`src/common/soc_pkg.sv`:
```
//////////////////////////////////////////////////////////////////////
// soc package
// address map, sizes, colours and shared types of the bus port,
// work RAM and on-screen display
//////////////////////////////////////////////////////////////////////

`default_nettype none

package soc_pkg;

  //////////////////////////////////////////////////////////////////////
  // vector types

  typedef logic [31:0] bus_addr_t;
  typedef logic [31:0] bus_data_t;
  // all zero means read
  typedef logic [3:0]  bus_strb_t;
  typedef logic [9:0]  ram_addr_t;
  typedef logic [8:0]  pix_coord_t;
  typedef logic [23:0] rgb_t;
  typedef logic [63:0] key_mask_t;
  // run bit plus two joystick selects
  typedef logic [4:0]  emu_ctrl_t;

  //////////////////////////////////////////////////////////////////////
  // bundles

  typedef struct packed {
    logic      valid;
    bus_addr_t addr;
    bus_data_t wdata;
    bus_strb_t wstrb;
  } cpu_req_t;

  typedef struct packed {
    logic de;
    logic hs;
    logic vs;
  } video_beat_t;

  // one cycle on the single RAM port
  typedef struct packed {
    logic      en;
    ram_addr_t addr;
    bus_data_t wdata;
    bus_strb_t wstrb;
  } ram_req_t;

  typedef enum logic [1:0] {
    idle,
    wait_ram,
    respond
  } bus_state_e;

  //////////////////////////////////////////////////////////////////////
  // address map

  // top address nibble
  localparam logic [3:0] region_ram  = 4'h1;
  localparam logic [3:0] region_regs = 4'h3;

  localparam bus_addr_t reg_osd_ctrl   = 32'h3000_0000;
  localparam bus_addr_t reg_keymask_lo = 32'h3000_0004;
  localparam bus_addr_t reg_keymask_hi = 32'h3000_0008;
  localparam bus_addr_t reg_emu_ctrl   = 32'h3000_000c;

  // osd window with one bit per pixel
  localparam int osd_width  = 256;
  localparam int osd_height = 64;

  localparam rgb_t osd_fg = 24'hff_ffff;
  localparam rgb_t osd_bg = 24'h30_4050;

  localparam int ram_words = 1024;

endpackage

`default_nettype wire
```
`src/osd/osd_overlay.sv`:
```
//////////////////////////////////////////////////////////////////////
// osd overlay
// beam counters, 256x64 window, bitmap fetch from work RAM and
// the registered output colour mux
//////////////////////////////////////////////////////////////////////

`timescale 1ns/1ns
`default_nettype none

module osd_overlay (
  input  wire                       clk,
  input  wire                       rst,
  input  wire soc_pkg::video_beat_t i_video,
  input  wire soc_pkg::rgb_t        i_emu_rgb,
  input  wire                       i_enable,
  output soc_pkg::ram_req_t         o_fetch,
  input  wire soc_pkg::bus_data_t   i_ram_rdata,
  output soc_pkg::video_beat_t      o_video,
  output soc_pkg::rgb_t             o_rgb
);

  soc_pkg::pix_coord_t x_q;
  soc_pkg::pix_coord_t y_q;
  logic                in_window;
  logic                fetch_now;
  logic                fetch_q;
  logic [10:0]         byte_addr;
  logic [1:0]          lane_q;
  logic [7:0]          fetch_byte;
  logic [7:0]          shift_q;
  soc_pkg::rgb_t       rgb_d;

  //////////////////////////////////////////////////////////////////////
  // beam position

  always_ff @(posedge clk) begin
    if (rst) begin
      x_q <= '0;
      y_q <= '0;
    end else if (i_video.vs) begin
      y_q <= '0;
    end else if (i_video.hs) begin
      x_q <= '0;
      // only count lines that had visible pixels
      if (x_q != '0) begin
        y_q <= y_q + 1'b1;
      end
    end else if (i_video.de) begin
      x_q <= x_q + 1'b1;
    end
  end

  //////////////////////////////////////////////////////////////////////
  // bitmap fetch of 32 bytes per line

  assign in_window = i_enable && i_video.de &&
                     (y_q < soc_pkg::pix_coord_t'(soc_pkg::osd_height)) &&
                     (x_q < soc_pkg::pix_coord_t'(soc_pkg::osd_width));
  assign fetch_now = in_window && (x_q[2:0] == 3'd0);
  assign byte_addr = {y_q[5:0], x_q[7:3]};

  assign o_fetch.en    = fetch_now;
  assign o_fetch.addr  = soc_pkg::ram_addr_t'(byte_addr[10:2]);
  assign o_fetch.wdata = '0;
  assign o_fetch.wstrb = '0;

  always_ff @(posedge clk) begin
    if (fetch_now) begin
      lane_q <= byte_addr[1:0];
    end
  end

  assign fetch_byte = i_ram_rdata[{lane_q, 3'b000} +: 8];

  //////////////////////////////////////////////////////////////////////
  // pixel shifter and output

  always_comb begin
    if (!i_video.de) begin
      rgb_d = '0;
    end else if (in_window) begin
      rgb_d = shift_q[7] ? soc_pkg::osd_fg : soc_pkg::osd_bg;
    end else begin
      rgb_d = i_emu_rgb;
    end
  end

  always_ff @(posedge clk) begin
    if (rst) begin
      fetch_q <= 1'b0;
      shift_q <= '0;
      o_video <= '0;
      o_rgb   <= '0;
    end else begin
      fetch_q <= fetch_now;
      // msb is the leftmost pixel
      if (fetch_q) begin
        shift_q <= fetch_byte;
      end else begin
        shift_q <= {shift_q[6:0], 1'b0};
      end
      o_video <= i_video;
      o_rgb   <= rgb_d;
    end
  end

endmodule

`default_nettype wire

```
`config.mk`:
```
export PLATFORM = sky130hd
export DESIGN_NAME = osd_overlay
export DESIGN_NICKNAME = d
export VERILOG_FILES = /design/src/common/soc_pkg.sv /design/src/osd/osd_overlay.sv
export SDC_FILE = /design/constraint.sdc
export NUM_CORES = 1
export LEC_CHECK = 0
export ABC_CLOCK_PERIOD_IN_PS = 2400
export BUFFER_PORTS_ARGS = -buffer_cell sky130_fd_sc_hd__buf_2
export CORE_MARGIN = 1
export CORE_UTILIZATION = 30
export CTS_CLUSTER_SIZE = 24
export DETAILED_ROUTE_END_ITERATION = 12
export HOLD_SLACK_MARGIN = 0.02
export SLEW_MARGIN = 40
export SYNTH_ARGS = -nofsm -noshare
export SYNTH_HDL_FRONTEND = slang
export SYNTH_SLANG_ARGS = --single-unit
```
`constraint.sdc`:
```
create_clock -name clk -period 2.4 [get_ports clk]
set_clock_uncertainty 0.15 [all_clocks]
set_input_delay 0.24 -clock clk [delete_from_list [all_inputs] [get_ports clk]]
set_output_delay 0.24 -clock clk [all_outputs]
set_load 0.02 [all_outputs]
```
Word level (Yosys, flattened, before mapping)
Index checks and enable logic that the tools add are counted.

Bitwise gates (word level): 3. Shift operators: 1. Reductions and logical operators: 12. Multiplexer cells: 5. $lt $le $gt $ge: 2. Add/sub/neg operators: 2.

Operators by type and width (count): 2-to-1 mux 24 bit (2); indexed part select 32 x 6 -> 8 bit (1); adder 9 x 1 -> 9 bit (second input constant) (2); 2-to-1 mux 9 bit (2); less-than comparator 9 x 7 -> 1 bit (second input constant) (1); less-than comparator 9 bit (second input constant) (1); nonzero test 9 bit (1); 2-to-1 mux 8 bit (1); OR reduction 2 bit (3); logical AND 1 bit (4); AND reduction 2 bit (2); zero test 3 bit (1); inverter 1 bit (3); nonzero test 2 bit (1).

Output and inout port bits: 74. Bits in registers: 56. Bits of input ports: 62. Logic and storage cells: 35.

Depth between registers and ports, before layout
Gate-level depths: netlist of the first run.

Depth in word-level cells: 4. Gate-level depth with buffers: 6. Mapped depth without buffers: 6.

Least setup slack after synthesis of the first run
No wires, ideal clock.

Kind: flip-flop to flip-flop. From: register x_q[0]. To: register y_q[5]. Path buffers: 0. Period minus slack after synthesis: 1712 ps. Data arrival time: 1431 ps. Library setup time: 130 ps. Data required time: 2120 ps. Cell stages (with the launch flop): 7. Slack: 688 ps. Path through: dfxtp_1 > inv_1 > ha_1 > or4b_4 > o2111ai_4 > or3_1 > a21oi_2.

Word-level cells in the longest chain between the ends: 2.

Ends and longest elaborated chain: start: declaration (line osd_overlay.sv:22) `soc_pkg::pix_coord_t x_q;`; start signal: assignment (line osd_overlay.sv:49) `x_q <= x_q + 1'b1;`; nonzero test 9 bit (line osd_overlay.sv:45) `if (x_q != '0) begin`; AND reduction 2 bit (no source line); end signal: assignment (line osd_overlay.sv:46) `y_q <= y_q + 1'b1;`; end: declaration (line osd_overlay.sv:23) `soc_pkg::pix_coord_t y_q;`.

Every way passes these cells. A chain may end at the register's enable or synchronous reset.

==> results of run 1 <==
## how the worst max path moves through the flow
stage / startpoint / endpoint
after floorplan: x_q[0] / y_q[5]
after detailed placement: x_q[0] / y_q[0]
final: x_q[8] / o_fetch[46]
after global routing: x_q[8] / o_fetch[46]
after global placement: x_q[0] / y_q[0]
after CTS: x_q[8] / o_fetch[46]
## through the flow
| step | cell area [um2] | cells | power, mW |
|---|---|---|---|
| 2_1_floorplan | 2820 | 324 | 1.21 |
| 4_1_cts | 3370 | 502 | 1.83 |
| 3_3_place_gp | 3040 | 471 | 1.25 |
| 3_5_place_dp | 3040 | 471 | 1.25 |
| 6_report | 3370 | 502 | 1.80 |
| 5_1_grt | 3370 | 502 | 1.89 |
## cell type report
cell class | count | area, um2 | area share (%)
tap | 108 | 135 | 4.01
inverter | 6 | 22.5 | 0.669
sequential | 56 | 1140 | 33.9
clock buffer | 5 | 68.8 | 2.04
timing repair buffer | 123 | 736 | 21.9
multi-input combinational | 201 | 1240 | 36.7
clock inverter | 3 | 27.5 | 0.818
## tightest hold or removal path: stages
cell and delay, ps:
buf_2 100, nand2_1 60, a21oi_1 70
## state kept, by name (all words and copies together), names as in the netlist
signal / cells
o_rgb: 24
o_video: 3
lane_q: 2
x_q: 9
fetch_q: 1
shift_q: 8
y_q: 9
## what timing repair did
action	4_1_cts	5_1_grt
resized for setup	0	0
hold endpoints to repair	23	0
endpoints found under the setup margin	0	0
hold buffers	23	0
## metal layers
| metal | global-route usage [%] | routed length, um |
|---|---|---|
| met1 | 15.9 | 2620 |
| met2 | 22.9 | 2830 |
| met3 | 3.32 | 398 |
| met4 | 3.44 | 66 |
| met5 | 0 | 0 |
## placed cells by master (no fill, tap or decap), types with 3 or more instances in the layout
cell type      synthesis  layout
buf_2                  1      98
dfxtp_1               54      54
conb_1                 1      37
nor2_1                32      32
nand2_1               26      26
a21oi_1               25      25
dlygate4sd3_1          0      23
mux2i_1                8       8
xnor2_1                7       7
nand4_1                7       7
mux4_2                 7       7
inv_1                  6       6
clkbuf_8               0       5
nor4_1                 4       4
nand3_1                4       4
xor2_1                 4       4
nor2b_1                4       4
o21ai_1                4       4
or3_1                  4       4
a21oi_2                3       3
ha_1                   3       3
## report_power, final
part	switching [mW]	internal (mW)
clock	0.327	0.215
combinational	0.164	0.119
sequential	0.0154	0.961
## logic make-up (layout without fill, tap and decap cells)
logic type               count (synthesis)  after routing  share of synthesized area [%]
multiplexers                            15             15                           8.85
AO/OA/AOI/OAI                           42             42                           10.2
flip-flops                              56             56                           42.5
buffers and inverters                   67            137                           16.5
other                                    1             37                          0.140
XOR/XNOR                                11             11                           3.59
AND/OR/NAND/NOR                         93             93                           16.9
adder cells (fa/ha/maj)                  3              3                           1.40
==> flow_metrics.env, run 1 <==
export IMPL_status="completed"
export IMPL_antenna_found_initial=0
export IMPL_hp_class="primary input to flip-flop"
export IMPL_drv_cap=0
export IMPL_grt_max_degree=26
export IMPL_synth_most_common_cell="dfxtp_1"
export IMPL_syn_to_final_growth_pct=25.3
export IMPL_route_detailed_drc=0
export IMPL_final_util_pct=38.8
export IMPL_worst_path_stages=4
export IMPL_place_hpwl_um=4300
export IMPL_grt_pass1_wl_um=10000
export IMPL_setup_tns_ps=0
export IMPL_avgViaCountPerCell=4.35
export IMPL_synth_warnings=0
export IMPL_path_cells="nor4_1 > nand3_1 > nor2_1 > buf_2"
export IMPL_die_w_um=96.6
export IMPL_reg2reg_slack_ps=600
export IMPL_first_global_vias=2079
export IMPL_critical_path_top_delay_family="simple AND/OR/NAND/NOR gates"
export IMPL_gp_congestion=0.758
export IMPL_start_util_pct=31.0
export IMPL_fin_crit_sh_pct=85.3
export IMPL_slew_violations=0
export IMPL_whs_path_depth=3
export IMPL_worstPathRequired_ps=2010
export IMPL_timing_slew_headroom_pct=60.6
export IMPL_netlist_instances=288
export IMPL_netlist_area_leader_share_pct=40.2
export IMPL_cp_data_arrival_time_ps=1660
export IMPL_ys_top_cells_by_count="54 x dfxtp_1, 49 x buf_4, 32 x nor2_1, 26 x nand2_1, 25 x a21oi_1"
export IMPL_synth_flop_cell="dfxtp_1"
export IMPL_ys_top_cells_by_area="dfxtp_1 40%, buf_4 14%, mux4_2 5.9%, a21oi_1 4.7%, nor2_1 4.5%"
export IMPL_r2r_start="x_q[0]"
export IMPL_cts_root_buf="clkbuf_8"
export IMPL_grt_setup_unrepaired="no"
export IMPL_clock_latency_ps=310
export IMPL_portBuffers=98
export IMPL_netlist_area_um2=2690
export IMPL_holdWs_ps=45.3
export IMPL_critPathMaxStageDelay_ps=390
export IMPL_grt_ovfl_total=0
export IMPL_powerDensity_nw_per_um2=535
export IMPL_worst_path_max_fanout=4
export IMPL_clk_pin_slew_ps=100
export IMPL_drt_iter0_drc=90
export IMPL_ff2ff_path_depth=6
export IMPL_fin_nets=458
export IMPL_io_pins=136
export IMPL_grt_total_usage_pct=13.1
export IMPL_numCtsBuffers=5
export IMPL_routed_wl_um=5910
export IMPL_ys_seq_area_share_pct=42.5
export IMPL_r2r_end="y_q[0]"
export IMPL_synth_edf_count=2
export IMPL_placementRows=34
export IMPL_yosysTopAreaCell="dfxtp_1"
export IMPL_final_setup_viol_count=0
export IMPL_tightest_slew_ps=583
export IMPL_die_h_um=96.6
export IMPL_drive_above_1_share_pct=32.0
export IMPL_antennaDiodeCount=0
export IMPL_critPathBufInv=1
export IMPL_cellLeakagePower_nw=1.54
export IMPL_cts_tree="done"
export IMPL_fin_crit_ps=2050
export IMPL_clock_sinks=56
export IMPL_ys_async_sr_fraction_pct=0
export IMPL_worstHoldEndpoint="o_rgb[19]"
export IMPL_dpl_worst_slack_ps=613
export IMPL_max_freq_mhz=488
export IMPL_h_tree_depth=2
export IMPL_core_area_um2=8680
export IMPL_die_area_um2=9340
export IMPL_ir_drop_mv=0.254
export IMPL_crit_type="flip-flop to output port"
export IMPL_postSynthAreaPerCell_um2=9.33
export IMPL_vias=2183
export IMPL_routedWlPerCell_um=11.8
export IMPL_synth_distinct_cells=43
export IMPL_n_fill_cell=870
export IMPL_cp_start_kind="flip-flop"
export IMPL_synth_seq_cells=56
export IMPL_hold_viol_final=0
export IMPL_clockBufferDepth=2
export IMPL_fin_ws_ps=353
export IMPL_first_pass_iters=4
export IMPL_worstSetupEndpointType="output port"
export IMPL_worst_path_max_delay_cell="nor4_1"
export IMPL_ant_nets=0
export IMPL_worstHoldStart="i_emu_rgb[19]"
export IMPL_cts_setup_buffers=0
Power figures use the tool's default switching activity.
==> inputs of run 2 (changes only) <==
--- a/config.mk
+++ b/config.mk
@@ -7,11 +7,14 @@
 export LEC_CHECK = 0
 export ABC_CLOCK_PERIOD_IN_PS = 2400
 export BUFFER_PORTS_ARGS = -buffer_cell sky130_fd_sc_hd__buf_2
+export CELL_PAD_IN_SITES_DETAIL_PLACEMENT = 1
+export CELL_PAD_IN_SITES_GLOBAL_PLACEMENT = 1
 export CORE_MARGIN = 1
 export CORE_UTILIZATION = 30
 export CTS_CLUSTER_SIZE = 24
 export DETAILED_ROUTE_END_ITERATION = 12
 export HOLD_SLACK_MARGIN = 0.02
+export PLACE_DENSITY_LB_ADDON = 0.1
 export SLEW_MARGIN = 40
 export SYNTH_ARGS = -nofsm -noshare
 export SYNTH_HDL_FRONTEND = slang
==> run 2 against run 1 <==
Against the previous run: clock power fell by 3%; highest routed layer unchanged; clock-buffer cell count grew 1; non-clock buffer count is 1 higher; largest power group unchanged; first-iteration DRC count is 39% lower; worst setup slack improved by 4.7 ps.
==> flow_metrics.env, run 2 (same netlist as run 1, synthesis figures left out) <==
export IMPL_gp_congestion=0.753
export IMPL_core_area_um2=8680
export IMPL_slew_violations=0
export IMPL_postLayoutCellArea_um2=3370
export IMPL_reg_largest_list="o_rgb (24), x_q (9), y_q (9)"
export IMPL_grt_ovfl_total=0
export IMPL_clock_latency_ps=310
export IMPL_setup_tns_ps=0
export IMPL_place_hpwl_um=4770
export IMPL_vias=2237
export IMPL_status="completed"
export IMPL_holdWs_ps=87.0
export IMPL_fin_cells=503
export IMPL_n_fill_cell=1072
export IMPL_grt_pass1_wl_um=11300
export IMPL_worstPathRequired_ps=2010
export IMPL_layout_commonest_cell="buf_2"
export IMPL_r2r_start="x_q[0]"
export IMPL_die_h_um=96.6
export IMPL_io_pins=136
export IMPL_ff2ff_path_depth=6
export IMPL_largest_reg_flops=24
export IMPL_r2r_end="y_q[0]"
export IMPL_grt_setup_unrepaired="no"
export IMPL_routedWlPerCell_um=13.3
export IMPL_numCtsBuffers=5
export IMPL_fin_crit_sh_pct=85.1
export IMPL_first_pass_iters=4
export IMPL_portBuffers=98
export IMPL_cp_data_arrival_time_ps=1650
export IMPL_tightest_slew_ps=541
export IMPL_worst_path_max_fanout=4
export IMPL_grt_max_degree=26
export IMPL_routed_wl_um=6670
export IMPL_final_cell_mix="98 x buf_2, 54 x dfxtp_1, 37 x conb_1"
export IMPL_finalPower_mw=1.79
export IMPL_die_w_um=96.6
export IMPL_hp_class="primary input to flip-flop"
export IMPL_antennaDiodeCount=0
export IMPL_cts_resized=0
export IMPL_cts_root_buf="clkbuf_8"
export IMPL_start_util_pct=31.0
export IMPL_max_freq_mhz=490
export IMPL_final_setup_viol_count=0
export IMPL_worstSetupEndpointType="output port"
export IMPL_timing_slew_headroom_pct=63.4
export IMPL_clk_pin_slew_ps=100
export IMPL_powerDensity_nw_per_um2=531
export IMPL_route_detailed_drc=0
export IMPL_placed_area_um2=3040
export IMPL_drive_above_1_share_pct=31.6
export IMPL_die_area_um2=9340
export IMPL_ant_nets=0
export IMPL_syn_to_final_growth_pct=25.4
export IMPL_antenna_found_initial=0
export IMPL_clock_sinks=56
export IMPL_critPathLaunch="x_q[8]"
export IMPL_cp_start_kind="flip-flop"
export IMPL_h_tree_depth=2
export IMPL_largest_register="o_rgb"
export IMPL_fin_crit_ps=2040
export IMPL_drt_iter0_drc=55
export IMPL_cellLeakagePower_nw=1.54
export IMPL_hold_viol_final=0
export IMPL_grt_total_usage_pct=14.8
export IMPL_avgViaCountPerCell=4.45
export IMPL_crit_type="flip-flop to output port"
export IMPL_ir_drop_mv=0.221
export IMPL_placementRows=34
export IMPL_clockBufferDepth=2
export IMPL_reg2reg_slack_ps=590
export IMPL_first_global_vias=2299
export IMPL_place_inst=471
export IMPL_cts_tree="done"
export IMPL_fin_nets=459
export IMPL_crit_path_end="o_fetch[46]"
export IMPL_drv_cap=0
## run 2: per-stage QoR
| step | utilization [%] | setup slack (ps) |
|---|---|---|
| 2_1_floorplan | - | 688 |
| 3_3_place_gp | 35.0 | 628 |
| 3_5_place_dp | 35.0 | 589 |
| 4_1_cts | 38.8 | 304 |
| 5_1_grt | 38.8 | 221 |
| 6_report | 38.8 | 357 |
## run 2: report_power, final
part | internal (mW) | switching, mW | total [mW]
Clock | 0.209 | 0.316 | 0.525
Combinational | 0.120 | 0.167 | 0.288
Sequential | 0.961 | 0.0154 | 0.976
## run 2: worst min-delay path by stage
stage	start	to	slack, ps	cells past startpoint
CTS	i_video[0]	o_video[0]	80	3
detailed placement	i_emu_rgb[20]	o_rgb[20]	300	3
floorplan	i_emu_rgb[14]	o_rgb[14]	210	2
global route	i_video[0]	o_video[0]	90	3
finish	i_video[0]	o_video[0]	90	3
global placement	shift_q[1]	shift_q[2]	300	2
## run 2: metal layers
metal  vias to the layer above  GRT usage [%]  wire length [um]  part of all wire [%]
li1                       1104              -                 -                     -
met1                      1055           19.7              3120                    47
met2                        73           25.1              3220                    48
met3                         5           2.53               272                   4.1
met4                         0           3.10                56                  0.84
met5                         -              0                 0                     0
## run 2: worst max-delay path, cell delays in order, from the launching register on
cell and delay [ps]:
dfxtp_1 370, nor4_1 370, nand3_1 150, nor2_1 240, buf_2 220
## run 2: timing repair
item,in CTS,in global routing
hold buffers,24,0
setup buffers,0,0
endpoints found under the hold margin,24,0
setup endpoints to repair,0,0
## run 2: area by class of cell
type / count / area, um2 / share of cell area [%]
inverters: 6 / 22.5 / 0.668
clock inverters: 2 / 16.3 / 0.483
flip-flops and latches: 56 / 1140 / 33.9
well taps: 108 / 135 / 4.01
multi-input cells: 201 / 1240 / 36.7
clock buffers: 6 / 72.6 / 2.15
repair buffers: 124 / 746 / 22.1
==> inputs of run 3 (changes only) <==
--- a/config.mk
+++ b/config.mk
@@ -10,11 +10,11 @@
 export CELL_PAD_IN_SITES_DETAIL_PLACEMENT = 1
 export CELL_PAD_IN_SITES_GLOBAL_PLACEMENT = 1
 export CORE_MARGIN = 1
-export CORE_UTILIZATION = 30
+export CORE_UTILIZATION = 33
 export CTS_CLUSTER_SIZE = 24
 export DETAILED_ROUTE_END_ITERATION = 12
 export HOLD_SLACK_MARGIN = 0.02
-export PLACE_DENSITY_LB_ADDON = 0.1
+export PLACE_DENSITY_LB_ADDON = 0.3
 export SLEW_MARGIN = 40
 export SYNTH_ARGS = -nofsm -noshare
 export SYNTH_HDL_FRONTEND = slang
==> run 3 against run 2 <==
Against the previous run: cell count decreased by 2.2%; sequential power about the same; global-route usage increased by 0.68 points; first-iteration DRC count down 40%; via count down 0.18%; critical endpoint unchanged; clock power grew 9.1%.
==> flow_metrics.env, run 3 (same netlist as run 1, synthesis figures left out) <==
export IMPL_status="completed"
export IMPL_setup_tns_ps=0
export IMPL_crit_type="flip-flop to output port"
export IMPL_clockBufferDepth=2
export IMPL_first_pass_iters=4
export IMPL_drv_cap=0
export IMPL_cp_start_kind="flip-flop"
export IMPL_cellLeakagePower_nw=1.53
export IMPL_layout_commonest_cell="buf_2"
export IMPL_routed_wl_um=6440
export IMPL_grt_setup_unrepaired="no"
export IMPL_p_int_mw=1.34
export IMPL_first_global_vias=2221
export IMPL_worstSetupEndpointType="output port"
export IMPL_start_util_pct=34.4
export IMPL_hold_viol_final=0
export IMPL_portBuffers=98
export IMPL_tightest_slew_ps=526
export IMPL_cp_data_arrival_time_ps=1790
export IMPL_reg_largest_list="o_rgb (24), x_q (9), y_q (9)"
export IMPL_io_pins=136
export IMPL_slew_violations=0
export IMPL_fin_crit_sh_pct=90.8
export IMPL_final_cell_mix="98 x buf_2, 54 x dfxtp_1, 37 x conb_1"
export IMPL_grt_ovfl_total=0
export IMPL_ir_drop_mv=0.222
export IMPL_worstHoldEndpoint="o_rgb[19]"
export IMPL_vias=2233
export IMPL_fin_nets=454
export IMPL_ant_nets=0
export IMPL_worst_path_max_fanout=4
export IMPL_die_w_um=92.2
export IMPL_net_switching_power_mw=0.487
export IMPL_route_detailed_drc=0
export IMPL_r2r_start="x_q[0]"
export IMPL_routedWlPerCell_um=13.1
export IMPL_drive_above_1_share_pct=32.3
export IMPL_h_tree_depth=2
export IMPL_worstPathRequired_ps=2010
export IMPL_placementRows=32
export IMPL_fin_crit_ps=2180
export IMPL_antenna_found_initial=0
export IMPL_clock_sinks=56
export IMPL_whs_path_depth=3
export IMPL_clock_latency_ps=310
export IMPL_die_area_um2=8510
export IMPL_clk_pin_slew_ps=100
export IMPL_place_inst=465
export IMPL_cts_tree="done"
export IMPL_gp_congestion=0.807
export IMPL_ff2ff_path_depth=6
export IMPL_worstHoldStart="i_emu_rgb[19]"
export IMPL_final_setup_viol_count=0
export IMPL_largest_reg_flops=24
export IMPL_largest_register="o_rgb"
export IMPL_switching_share_pct=26.6
export IMPL_die_h_um=92.2
export IMPL_reg2reg_slack_ps=590
export IMPL_syn_to_final_growth_pct=23.9
export IMPL_grt_total_usage_pct=15.5
export IMPL_p_clk_share_pct=31.3
export IMPL_timing_slew_headroom_pct=64.4
export IMPL_combinationalPowerShare_pct=15.3
export IMPL_n_fill_cell=959
export IMPL_max_freq_mhz=459
export IMPL_antennaDiodeCount=0
export IMPL_drt_iter0_drc=33
export IMPL_grt_max_degree=26
export IMPL_place_hpwl_um=4740
export IMPL_hp_class="primary input to flip-flop"
export IMPL_avgViaCountPerCell=4.54
export IMPL_powerDensity_nw_per_um2=550
export IMPL_fin_cells=492
export IMPL_seqPwrFrac_pct=53.3
export IMPL_numCtsBuffers=5
export IMPL_r2r_end="y_q[5]"
export IMPL_grt_pass1_wl_um=10400
export IMPL_holdWs_ps=33.4
export IMPL_cts_root_buf="clkbuf_8"
export IMPL_core_area_um2=7810
[run 3: cell count changes in the layout (fill, tap and decap cells not counted), sizes merged]
cell	delta
dlygate4sd3	-5
[run 3: per-layer routing]
layer	GRT usage [%]	up-vias	share of wire, %
met5	0	-	0
met4	5.08	0	1.4
met3	2.57	7	4.4
met2	28.0	83	50
met1	18.4	1054	45
li1	-	1089	-
[run 3: how the worst max path moves through the flow]
stage / from / end / slack, ps
finish: x_q[8] / o_fetch[46] / 220
global route: x_q[8] / o_fetch[46] / 20
global placement: x_q[8] / o_fetch[46] / 560
floorplan: x_q[0] / y_q[5] / 690
detailed placement: x_q[8] / o_fetch[46] / 550
CTS: x_q[8] / o_fetch[46] / 180
[run 3: area by class of cell]
type	instances	area (um2)	share of cell area, %
clock buffers	6	93.8	2.82
clock inverters	2	12.5	0.376
inverters	6	22.5	0.676
multi-input cells	201	1240	37.1
flip-flops and latches	56	1140	34.3
well taps	102	128	3.83
repair buffers	119	696	20.9
[run 3: repair_timing]
action | in CTS | in global routing
gates resized for setup | 0 | 0
buffers inserted | 0 | 0
hold endpoints to repair | 19 | 0
hold buffers | 19 | 0
[run 3: critical path, stage by stage, from the launching register on]
cell and delay, ps:
dfxtp_1 360, nor4_1 430, nand3_1 170, nor2_1 280
buf_2 230
[run 3: power by group through the flow]
stage / combinational, mW / sequential [mW] / clock, mW
after detailed placement: 0.256 / 0.999 / 0
final: 0.280 / 0.976 / 0.573
after CTS: 0.280 / 0.977 / 0.606
after floorplan: 0.197 / 1.01 / 0
after global placement: 0.252 / 0.997 / 0
after global routing: 0.307 / 0.980 / 0.653
[run 3: per-stage QoR]
step	instance area [um2]	utilization, %	total power [mW]	setup WS, ps
after CTS	3330	42.6	1.86	184
after detailed placement	3030	38.8	1.25	548
after global routing	3330	42.6	1.94	19.2
after global placement	3030	38.8	1.25	557
after floorplan	2820	-	1.21	688
final	3330	42.6	1.83	221
